<file path="src/rv_core_consts.svh">
`ifndef RV_CORE_CONSTS_SVH
`define RV_CORE_CONSTS_SVH

// Datapath widths
`define XLEN        32
`define PC_W        12          // Byte address with 4 KiB reach
`define REG_AW      5

// Instruction memory geometry
`define IMEM_WORDS  256
`define IMEM_AW     8           // Word address from PC bits [9:2]

// Opcodes of the supported subset
`define OP_ALU      7'b0110011
`define OP_ALUI     7'b0010011
`define OP_LUI      7'b0110111
`define OP_JAL      7'b1101111
`define OP_BRANCH   7'b1100011

// Branch funct3
`define F3_BEQ      3'b000
`define F3_BNE      3'b001
`define F3_BLT      3'b100
`define F3_BGE      3'b101

`define NOP_INST    32'h0000_0013   // addi x0, x0, 0

`endif

</file>
<file path="src/rv_core_pkg.sv">
`default_nettype none
`include "rv_core_consts.svh"

package rv_core_pkg;

	// First member of each enum is the bubble value
	typedef enum logic [2:0] {
		ALU_ADD, ALU_SUB, ALU_AND, ALU_OR, ALU_XOR, ALU_SLT, ALU_SLTU, ALU_PASS_B
	} alu_op_e;

	typedef enum logic {WB_ALU, WB_PC4} wb_sel_e;

	typedef enum logic [2:0] {BR_NONE, BR_EQ, BR_NE, BR_LT, BR_GE} br_kind_e;

	typedef enum logic [1:0] {FWD_RF, FWD_EXE, FWD_MEM, FWD_WB} fwd_sel_e;

	// Next PC source
	typedef enum logic [1:0] {PC_HOLD, PC_PLUS4, PC_JUMP, PC_BRANCH} pc_sel_e;

	typedef struct packed {
		alu_op_e  alu_op;
		logic     use_imm_b;    // Immediate replaces rs2 as operand B
		logic     wr_en;
		wb_sel_e  wb_sel;
		br_kind_e br_kind;
		logic     is_jump;      // JAL
		logic     uses_rs1;
		logic     uses_rs2;
	} ctrl_t;

	typedef struct packed {
		logic               valid;
		logic [`PC_W-1:0]   pc;
		logic [`XLEN-1:0]   inst;
	} if_id_t;

	typedef struct packed {
		logic               valid;
		logic [`PC_W-1:0]   pc;
		logic [`PC_W-1:0]   pc4;
		logic [`REG_AW-1:0] rd;
		ctrl_t              ctrl;
		logic [`XLEN-1:0]   op_a;           // Already forwarded in ID
		logic [`XLEN-1:0]   op_b;
		logic [`XLEN-1:0]   rs2_val;        // Second compare operand of a branch
		logic [`PC_W-1:0]   branch_target;
	} id_exe_t;

	typedef struct packed {
		logic               valid;
		logic [`REG_AW-1:0] rd;
		logic               wr_en;
		wb_sel_e            wb_sel;
		logic [`XLEN-1:0]   alu_res;
		logic [`PC_W-1:0]   pc4;
	} exe_mem_t;

	typedef exe_mem_t mem_wb_t;     // Nothing changes in MEM without loads

	typedef struct packed {
		logic               valid;
		logic [`REG_AW-1:0] rd;
		logic [`XLEN-1:0]   data;
		logic [`PC_W-1:0]   pc;
	} retire_t;

endpackage

`default_nettype wire

</file>
<file path="src/decoder.sv">
`timescale 1ns/1ps
`default_nettype none
`include "rv_core_consts.svh"

module decoder (
	input  logic [`XLEN-1:0] inst,
	output rv_core_pkg::ctrl_t ctrl,
	output logic [`XLEN-1:0] imm
);
	import rv_core_pkg::*;

	logic [6:0] opcode;
	logic [2:0] funct3;
	logic [6:0] funct7;
	logic       arith_ok;       // funct3 names a supported operation
	alu_op_e    arith_op;

	assign opcode = inst[6:0];
	assign funct3 = inst[14:12];
	assign funct7 = inst[31:25];

	// Shared by register and immediate forms
	always_comb begin
		arith_ok = 1'b1;
		case (funct3)
			3'b000: arith_op = (opcode == `OP_ALU && funct7[5]) ? ALU_SUB : ALU_ADD;
			3'b010: arith_op = ALU_SLT;
			3'b011: arith_op = ALU_SLTU;
			3'b100: arith_op = ALU_XOR;
			3'b110: arith_op = ALU_OR;
			3'b111: arith_op = ALU_AND;
			default: begin      // Shifts are not in the subset
				arith_op = ALU_ADD;
				arith_ok = 1'b0;
			end
		endcase
	end

	always_comb begin
		ctrl = '0;      // Bubble by default
		case (opcode)
			`OP_ALU: begin
				ctrl.alu_op   = arith_op;
				ctrl.wr_en    = arith_ok;
				ctrl.uses_rs1 = 1'b1;
				ctrl.uses_rs2 = 1'b1;
			end
			`OP_ALUI: begin
				ctrl.alu_op    = arith_op;
				ctrl.use_imm_b = 1'b1;
				ctrl.wr_en     = arith_ok;
				ctrl.uses_rs1  = 1'b1;
			end
			`OP_LUI: begin
				ctrl.alu_op    = ALU_PASS_B;    // Upper immediate straight through
				ctrl.use_imm_b = 1'b1;
				ctrl.wr_en     = 1'b1;
			end
			`OP_JAL: begin
				ctrl.is_jump = 1'b1;
				ctrl.wr_en   = 1'b1;
				ctrl.wb_sel  = WB_PC4;          // Link value
			end
			`OP_BRANCH: begin
				ctrl.alu_op   = ALU_SUB;
				ctrl.uses_rs1 = 1'b1;
				ctrl.uses_rs2 = 1'b1;
				case (funct3)
					`F3_BEQ: ctrl.br_kind = BR_EQ;
					`F3_BNE: ctrl.br_kind = BR_NE;
					`F3_BLT: ctrl.br_kind = BR_LT;
					`F3_BGE: ctrl.br_kind = BR_GE;
					default: ctrl.br_kind = BR_NONE;    // Unsigned forms dropped
				endcase
			end
			default: ;
		endcase
	end

	// Immediate formats
	always_comb begin
		case (opcode)
			`OP_LUI:    imm = {inst[31:12], 12'b0};
			`OP_JAL:    imm = {{11{inst[31]}}, inst[31], inst[19:12], inst[20], inst[30:21], 1'b0};
			`OP_BRANCH: imm = {{19{inst[31]}}, inst[31], inst[7], inst[30:25], inst[11:8], 1'b0};
			default:    imm = {{20{inst[31]}}, inst[31:20]};   // I-type
		endcase
	end

endmodule

`default_nettype wire

</file>
<file path="config.mk">
export PLATFORM = sky130hd
export DESIGN_NAME = decoder
export DESIGN_NICKNAME = d
export VERILOG_FILES = /design/src/rv_core_pkg.sv /design/src/decoder.sv
export VERILOG_INCLUDE_DIRS = /design/src
export SDC_FILE = /design/constraint.sdc
export NUM_CORES = 1
export LEC_CHECK = 0
export BUFFER_PORTS_ARGS = -buffer_cell sky130_fd_sc_hd__buf_2
export CAP_MARGIN = 20
export CORE_ASPECT_RATIO = 1.25
export CORE_UTILIZATION = 34
export DETAILED_ROUTE_END_ITERATION = 12
export PLACE_DENSITY = 0.8
export SLEW_MARGIN = 20
export SYNTH_ARGS = -nofsm -noshare
export SYNTH_HDL_FRONTEND = slang
export SYNTH_SLANG_ARGS = --single-unit
</file>
<file path="constraint.sdc">
create_clock -name vclk -period 2.6
set_clock_uncertainty 0.2 [all_clocks]
set_input_delay 0.26 -clock vclk [all_inputs]
set_output_delay 0.26 -clock vclk [all_outputs]
set_load 0.05 [all_outputs]
</file>
==> results by group, run 1 <==
Outcome
  • Status: complete, no violations

Floorplanning
  • DIE WIDTH: 39.7 um
  • Initial Utilization: 37.3%
  • # rows: 16
  • Die footprint: 1950 um^2
  • I/O Pins: 76
  • Core area: 1620 um^2
  • DIE HEIGHT: 49.2 um

Hold path
  • Hold endpoint: imm[31]
  • WHS Path Cells: 2
  • Class of the worst hold path: in -> out
  • Hold Startpoint: inst[31]

Drt
  • Remaining antenna violation count: 0
  • Vias per inst: 5.08
  • Via count: 899
  • Wirelength, routed: 1970 um
  • Total DRC errors in the routed layout: 0
  • WL/cell: 11.2 um
  • DR pass1 iterations: 4
  • Initial DRC count: 11

Timing
  • Final min period: 2.31 ns
  • Worst Max-Slew Pin Slew: 0.524 ns
  • Final setup vio count: 0
  • Max-slew violation count: 0
  • Final hold slack: 0.631 ns
  • RSZ-0062 raised after global routing: false
  • Crit share post-route: 88.9%
  • Rel. slew slack: 65.0%
  • PnR worst setup slack: 0.288 ns
  • Fmax: 433 MHz
  • Sum Neg Setup Slack: 0 ns
  • Final hold viol count: 0

Global routing
  • Initial antenna violation count: 0
  • Largest net degree at the start of global routing: 18
  • GRT overflow: 0
  • Vias in the first global route: 750
  • Global-route wire length before repair: 2960 um
  • All-Layer GR Usage: 19.8%

Power
  • Net switching power: 163 uW
  • Switch share: 70.9%
  • VDD IR max: 0.000182 V
  • Flop pwr share: 0%
  • Power share of the clock group: 0%
  • Power density over the cells: 237 nW/um^2
  • Pint: 66.9 uW
  • Comb pwr share: 100.0%
  • Static Leak: 0.615 nW

Logic synthesis
  • Yosys top cell by area: a21o_1
  • Mapped cell area: 606 um^2
  • Top cells by count, synth: a21o_1 (20), nor2b_1 (8), inv_1 (6)
  • Most common cell in the netlist: a21o_1
  • Top cell type's share of synthesized area: 24.8%
  • Synthesized Nets: 123
  • Warnings from Yosys: 0
  • Post-synth cell types: 31
  • Register area share after synthesis: 0%
  • Top post-synthesis cells by area: a21o_1 (25%), nor2b_1 (8.3%), o221a_2 (7.4%)
  • Syn Inst Count: 91
  • Avg Inst Size Synth: 6.65 um^2

Finish
  • FFs & Latches: 0
  • Clock buffer count: 0
  • Nets: 193
  • Sequential Area: 0 um^2
  • Share of layout cells above drive strength 1: 56.6%
  • Layout area overhead: 59.9%
  • Diode count: 0

Flow run
  • Maxcap violations: 0

Clock network
  • Number of setup buffers added after CTS: 0
  • Post-CTS Hold Fix Bufs: 0
  • Post-cts gate resize count: 0

Critical path
  • Crit path max-delay family: simple AND/OR/NAND/NOR gates
  • WP data arrival: 1.85 ns
  • Crit Path Max Fanout: 9
  • CP Cell Sequence: buf_2 -> or3b_1 -> or3_1 -> o31ai_2 -> buf_2
  • Crit path kind: in -> out
  • CP max stage delay: 0.49 ns
  • Most frequent cell on the critical path: buf_2
  • Startpoint type of the worst setup path: primary input
  • WP data required: 2.14 ns
  • Worst Setup End Kind: primary output
  • CP max stage cell: or3b_1
  • CP Buf/Inv Count: 2

Place
  • Detailed-placement wirelength estimate: 1660 um
  • Gpl congestion: 0.776
  • IO Port Bufs: 76
  • Setup WS pre-CTS: 0.300 ns
==> area by class of cell <==
| class | count | area (um^2) |
|---|---|---|
| multi-input combinational | 74 | 520 |
| fill | 163 | 653 |
| inverter | 6 | 22.5 |
| timing repair buffer | 79 | 403 |
| tap | 18 | 22.5 |
==> metal layers <==
layer	GRT usage, %	routed length [um]	part of all wire [%]
met5	0	0	0
met4	0	0	0
met3	0	141	7.1
met2	41.3	1060	54
met1	21.1	768	39
==> logic make-up after synthesis <==
family / count (synthesis) / share of synthesized area, %
AND/OR/NAND/NOR: 34 / 33.3
AO/OA/AOI/OAI: 37 / 47.1
XOR/XNOR: 3 / 4.34
buffers and inverters: 17 / 15.3
==> worst max-delay path by stage <==
stage | slack, ns | cells after the start | startpoint | to
5_1_grt | 0.22 | 5 | inst[4] | ctrl[9]
6_report | 0.29 | 5 | inst[4] | ctrl[9]
2_1_floorplan | -0.20 | 5 | inst[2] | ctrl[4]
3_3_place_gp | 0.30 | 5 | inst[6] | ctrl[9]
3_5_place_dp | 0.30 | 5 | inst[6] | ctrl[9]
4_1_cts | 0.29 | 5 | inst[6] | ctrl[9]
==> through the flow <==
| stage | power, mW | util (%) | cell area (um^2) | std cells |
|---|---|---|---|---|
| floorplan | 0.172 | - | 613 | 91 |
| global placement | 0.228 | 59.7 | 968 | 177 |
| detailed placement | 0.230 | 59.7 | 968 | 177 |
| CTS | 0.231 | 59.7 | 968 | 177 |
| global route | 0.243 | 59.7 | 968 | 177 |
| finish | 0.230 | 59.7 | 968 | 177 |
==> layout by cell type, fill, tap and decap left out, drive strengths merged, types with 4 or more instances in the layout <==
cell | netlist | layout
nand2 | 4 | 4
inv | 6 | 6
nor3 | 5 | 5
a21o | 20 | 20
nor2b | 9 | 9
nor2 | 5 | 5
buf | 8 | 79
o21ai | 5 | 5
o221a | 4 | 4
==> power by group through the flow <==
stage | Sequential [mW] | Clock, mW | Combinational [mW]
after floorplan | 0 | 0 | 0.172
after global placement | 0 | 0 | 0.228
after detailed placement | 0 | 0 | 0.230
after CTS | 0 | 0 | 0.231
after global routing | 0 | 0 | 0.243
final | 0 | 0 | 0.230
Note: power is estimated with default switching activity, not from simulation.
==> run 2, diff against run 1 <==
--- a/config.mk
+++ b/config.mk
@@ -9,6 +9,7 @@
 export BUFFER_PORTS_ARGS = -buffer_cell sky130_fd_sc_hd__buf_2
 export CAP_MARGIN = 20
 export CORE_ASPECT_RATIO = 1.25
+export CORE_MARGIN = 1
 export CORE_UTILIZATION = 34
 export DETAILED_ROUTE_END_ITERATION = 12
 export PLACE_DENSITY = 0.8
==> constraint.sdc (replaced) <==
create_clock -name vclk -period 2.2
set_clock_uncertainty 0.2 [all_clocks]
set_input_delay 0.22 -clock vclk [all_inputs]
set_output_delay 0.22 -clock vclk [all_outputs]
set_load 0.05 [all_outputs]
==> run 2 against run 1 <==
Global-route usage increased by 1.7 points. Critical path type unchanged. Final cell count rose by 2.3%. Via count grew 6.8%. Setup slack got worse by 0.23 ns. Power rose by 23%. Cell area grew 8.5%. Utilization grew 5.1 points. Critical path depth did not move.
==> results by group, run 2 (synthesis gave the netlist of run 1 again) <==
Finish
  • FILL cells: 151 (was 163)
  • Nets: 197 (was 193)
  • Commonest non-fill, non-tap cell in the layout: buf_2 (unchanged)
  • Commonest cells after routing, fill and taps aside: buf_2 (74), a21o_1 (20), buf_4 (8) (was buf_2 (76), a21o_1 (20), nor2b_1 (8))
  • Sequential Area: 0 um^2 (unchanged)
  • Clock buffer count: 0 (unchanged)
  • Share of layout cells above drive strength 1: 61.3% (was 56.6%)
  • Diode count: 0 (unchanged)
  • Layout area overhead: 73.6% (was 59.9%)
  • FFs & Latches: 0 (unchanged)

Timing
  • Crit share post-route: 97.3%
  • Final setup vio count: 0 (unchanged)
  • Rel. slew slack: 69.6% (was 65.0%)
  • Max-slew violation count: 0 (unchanged)
  • PnR worst setup slack: 0.0585 ns (was 0.288 ns)
  • RSZ-0062 raised after global routing: false (unchanged)
  • Fmax: 467 MHz
  • Final hold viol count: 0 (unchanged)
  • Final hold slack: 0.547 ns (was 0.631 ns)
  • Worst Max-Slew Pin Slew: 0.455 ns (was 0.524 ns)
  • Final min period: 2.14 ns

Power
  • Power share of the clock group: 0% (about the same)
  • Net switching power: 200 uW (was 163 uW)
  • Power density over the cells: 270 nW/um^2 (was 237 nW/um^2)
  • VDD IR max: 0.000154 V (was 0.000182 V)
  • Static Leak: 0.652 nW (was 0.615 nW)
  • Switch share: 70.4% (was 70.9%)
  • Pint: 83.9 uW (was 66.9 uW)
  • Comb pwr share: 100.0% (about the same)
  • Flop pwr share: 0% (about the same)

Global routing
  • Global-route wire length before repair: 3230 um (was 2960 um)
  • Largest net degree at the start of global routing: 18 (unchanged)
  • Vias in the first global route: 798 (was 750)
  • GRT overflow: 0 (unchanged)
  • Initial antenna violation count: 0 (unchanged)
  • All-Layer GR Usage: 21.5% (was 19.8%)

Critical path
  • Crit path kind: in -> out (unchanged)
  • CP max stage cell: or3b_1 (unchanged)
  • Startpoint type of the worst setup path: primary input (unchanged)
  • CP Cell Sequence: buf_2 -> or3b_1 -> or3_4 -> o22ai_1 -> buf_2 (was buf_2 -> or3b_1 -> or3_1 -> o31ai_2 -> buf_2)
  • WP data required: 1.78 ns (was 2.14 ns)
  • CP max stage delay: 0.48 ns (was 0.49 ns)
  • WP data arrival: 1.72 ns (was 1.85 ns)
  • CP Buf/Inv Count: 2 (unchanged)
  • Worst Setup End Kind: primary output (unchanged)
  • Crit path max-delay family: simple AND/OR/NAND/NOR gates (unchanged)
  • Most frequent cell on the critical path: buf_2 (unchanged)
  • Crit Path Max Fanout: 5 (was 9)

Place
  • Gpl congestion: 0.861 (was 0.776)
  • Setup WS pre-CTS: 0.00110 ns (was 0.300 ns)
  • IO Port Bufs: 76 (unchanged)
  • Detailed-placement wirelength estimate: 1850 um (was 1660 um)

Clock network
  • Post-CTS Hold Fix Bufs: 0 (unchanged)
  • Post-cts gate resize count: 1 (was 0)
  • Number of setup buffers added after CTS: 0 (unchanged)

Floorplanning
  • Core area: 1620 um^2 (unchanged)
  • I/O Pins: 76 (unchanged)
  • Die footprint: 1950 um^2 (unchanged)
  • # rows: 16 (unchanged)
  • Initial Utilization: 37.3% (unchanged)
  • DIE HEIGHT: 49.2 um (unchanged)
  • DIE WIDTH: 39.7 um (unchanged)

Drt
  • Remaining antenna violation count: 0 (unchanged)
  • Vias per inst: 5.30 (was 5.08)
  • Initial DRC count: 19 (was 11)
  • WL/cell: 12.3 um (was 11.2 um)
  • Via count: 960 (was 899)
  • Wirelength, routed: 2220 um (was 1970 um)
  • Total DRC errors in the routed layout: 0 (unchanged)
  • DR pass1 iterations: 4 (unchanged)

Hold path
  • Hold endpoint: imm[31] (unchanged)
  • WHS Path Cells: 2 (unchanged)
  • Class of the worst hold path: in -> out (unchanged)
  • Hold Startpoint: inst[31] (unchanged)

Flow run
  • Maxcap violations: 0 (unchanged)

Outcome
  • Status: complete, no violations (unchanged)
[run 2: cell types whose count changed in the layout (fill, tap and decap cells not counted), sizes merged]
cell | previous run | this run
buf | 79 | 82
clkbuf | 0 | 1
[run 2: power by group through the flow]
stage	Combinational, mW	Sequential [mW]	Clock [mW]
floorplan	0.208	0	0
finish	0.284	0	0
CTS	0.283	0	0
global route	0.300	0	0
global placement	0.278	0	0
detailed placement	0.282	0	0
[run 2: area by class of cell]
cell class,count,area (um^2),share of cell area (%)
multi-input combinational,74,568,54.0
timing repair buffer,83,438,41.7
inverter,6,22.5,2.14
tap,18,22.5,2.14
[run 2: through the flow]
step / power [mW] / TNS (ns) / std cells / instance area [um^2] / util [%]
3_5_place_dp: 0.282 / 0 / 181 / 1040 / 64.0
5_1_grt: 0.300 / 0 / 181 / 1050 / 64.8
3_3_place_gp: 0.278 / 0 / 181 / 1040 / 64.0
6_report: 0.284 / 0 / 181 / 1050 / 64.8
4_1_cts: 0.283 / 0 / 181 / 1040 / 64.2
2_1_floorplan: 0.208 / -0.916 / 91 / 653 / -
[run 2: worst max-delay path by stage]
stage | from | end | slack [ns] | cells after the start
2_1_floorplan | inst[4] | ctrl[10] | -0.24 | 5
3_3_place_gp | inst[6] | ctrl[9] | 0.04 | 5
3_5_place_dp | inst[6] | ctrl[9] | 0.001 | 5
4_1_cts | inst[6] | ctrl[11] | 0.01 | 5
5_1_grt | inst[4] | imm[11] | 0.01 | 5
6_report | inst[6] | ctrl[11] | 0.06 | 5
[run 2: per-layer routing]
metal  vias to the layer above  global-route usage (%)  routed length, um
met5                         -                       0                  0
met4                         0                    1.15                  0
met3                         0                   0.913                186
met2                        65                    43.2               1190
met1                       428                    23.4                844
li1                        467                       -                  -
==> run 3, diff against run 2 <==
--- a/config.mk
+++ b/config.mk
@@ -7,8 +7,6 @@
 export NUM_CORES = 1
 export LEC_CHECK = 0
 export BUFFER_PORTS_ARGS = -buffer_cell sky130_fd_sc_hd__buf_2
-export CAP_MARGIN = 20
-export CORE_ASPECT_RATIO = 1.25
 export CORE_MARGIN = 1
 export CORE_UTILIZATION = 34
 export DETAILED_ROUTE_END_ITERATION = 12
==> run 3 against run 2 <==
Power increased by 0.64%. Die area about the same. Wire length decreased by 2.7%. Utilization increased by 2.5 points. Cell area increased by 0.95%. Non-clock buffer count increased by 3. Via count decreased by 3.5%. Combinational power about the same. Largest power group unchanged.
==> results by group, run 3 (synthesis gave the netlist of run 1 again) <==
Floorplanning
  • Initial Utilization: 38.4% (was 37.3%)
  • I/O Pins: 76 (unchanged)
  • DIE HEIGHT: 44.2 um (was 49.2 um)
  • Core area: 1580 um^2 (was 1620 um^2)
  • # rows: 14 (was 16)
  • DIE WIDTH: 44.2 um (was 39.7 um)
  • Die footprint: 1950 um^2 (about the same)

Finish
  • Nets: 200 (was 197)
  • Final instance count without filler cells: 182 (was 181)
  • Sequential Area: 0 um^2 (unchanged)
  • Commonest cells after routing, fill and taps aside: buf_2 (76), a21o_1 (20), buf_4 (10) (was buf_2 (74), a21o_1 (20), buf_4 (8))
  • Layout area overhead: 75.2% (was 73.6%)
  • Design Area, Final: 1060 um^2 (was 1050 um^2)
  • Diode count: 0 (unchanged)
  • Commonest non-fill, non-tap cell in the layout: buf_2 (unchanged)
  • Share of layout cells above drive strength 1: 61.4% (was 61.3%)
  • FFs & Latches: 0 (unchanged)
  • Clock buffer count: 0 (unchanged)

Outcome
  • Status: complete, no violations (unchanged)

Critical path
  • Startpoint type of the worst setup path: primary input (unchanged)
  • Crit path kind: in -> out (unchanged)
  • Crit Path Max Fanout: 7 (was 5)
  • WP data required: 1.78 ns (about the same)
  • WP data arrival: 1.72 ns (about the same)
  • Worst Setup End Kind: primary output (unchanged)

Global routing
  • Global-route wire length before repair: 3310 um (was 3230 um)
  • All-Layer GR Usage: 20.8% (was 21.5%)
  • GRT overflow: 0 (unchanged)
  • Vias in the first global route: 760 (was 798)
  • Initial antenna violation count: 0 (unchanged)
  • Largest net degree at the start of global routing: 16 (was 18)

Drt
  • Wirelength, routed: 2160 um (was 2220 um)
  • Via count: 926 (was 960)
  • Total DRC errors in the routed layout: 0 (unchanged)
  • Vias per inst: 5.09 (was 5.30)
  • DR pass1 iterations: 6 (was 4)
  • WL/cell: 11.9 um (was 12.3 um)
  • Initial DRC count: 22 (was 19)
  • Remaining antenna violation count: 0 (unchanged)

Timing
  • Worst Max-Slew Pin Slew: 0.497 ns (was 0.455 ns)
  • Crit share post-route: 97.2% (was 97.3%)
  • Fmax: 467 MHz (about the same)
  • Max-slew violation count: 0 (unchanged)
  • Final setup vio count: 0 (unchanged)
  • RSZ-0062 raised after global routing: false (unchanged)
  • Rel. slew slack: 66.8% (was 69.6%)
  • Final min period: 2.14 ns (about the same)
  • Final hold viol count: 0 (unchanged)

Flow run
  • Maxcap violations: 0 (unchanged)

Power
  • Pwr Total: 286 uW (was 284 uW)
  • Static Leak: 0.665 nW (was 0.652 nW)
  • Power density over the cells: 269 nW/um^2 (was 270 nW/um^2)
  • VDD IR max: 0.000217 V (was 0.000154 V)

Hold path
  • Class of the worst hold path: in -> out (unchanged)

Place
  • Detailed-placement wirelength estimate: 1850 um (about the same)
  • IO Port Bufs: 76 (unchanged)
  • DP Area: 1060 um^2 (was 1040 um^2)
  • Gpl congestion: 0.821 (was 0.861)
  • Placed cells: 182 (was 181)
## run 3: cell count changes in the layout (fill, tap and decap cells not counted), sizes merged
| cell | before | now |
|---|---|---|
| buf | 82 | 86 |
| clkbuf | 1 | 0 |
## run 3: area by class of cell
| class | count | area [um^2] |
|---|---|---|
| fillers | 145 | 515 |
| inverters | 6 | 22.5 |
| multi-input cells | 74 | 563 |
| well taps | 16 | 20.0 |
| repair buffers | 86 | 455 |
## run 3: what timing repair did
| item | 4_1_cts | 5_1_grt |
|---|---|---|
| setup buffers | 0 | 0 |
| resized for setup | 0 | 1 |
| setup endpoints to repair | 0 | 11 |
| hold buffers | 0 | 0 |
## run 3: worst max-delay path, stage by stage
cell and delay [ns]:
buf_2 0.12, or3b_1 0.39, or2_2 0.35, buf_4 0.19, nor3_4 0.16, buf_2 0.29
## run 3: path summary, 6_finish.rpt
path | startpoint | endpoint | slack (ns) | depth (start not counted)
setup / recovery | inst[4] | ctrl[4] | 0.06 | 6
hold / removal | inst[31] | imm[31] | 0.56 | 2
## run 3: through the flow
step	setup WS, ns	setup TNS [ns]	hold WS (ns)	utilization [%]
2_1_floorplan	-0.238	-0.916	0.407	-
3_3_place_gp	0.113	0	0.555	67.1
3_5_place_dp	0.0663	0	0.552	67.1
4_1_cts	0.0533	0	0.553	67.1
5_1_grt	0.000192	0	0.558	67.3
6_report	0.0605	0	0.555	67.3
## run 3: where the power goes
group / internal, mW / total [mW] / switching (mW)
clock network: 0 / 0 / 0
registers: 0 / 0 / 0
logic: 0.0856 / 0.286 / 0.200
## run 3: layer usage
| layer | track usage [%] | part of all wire, % |
|---|---|---|
| met1 | 28.9 | 45 |
| met3 | 0 | 3.5 |
| met2 | 37.6 | 51 |
| met4 | 1.21 | 0.37 |
| met5 | 0 | 0 |
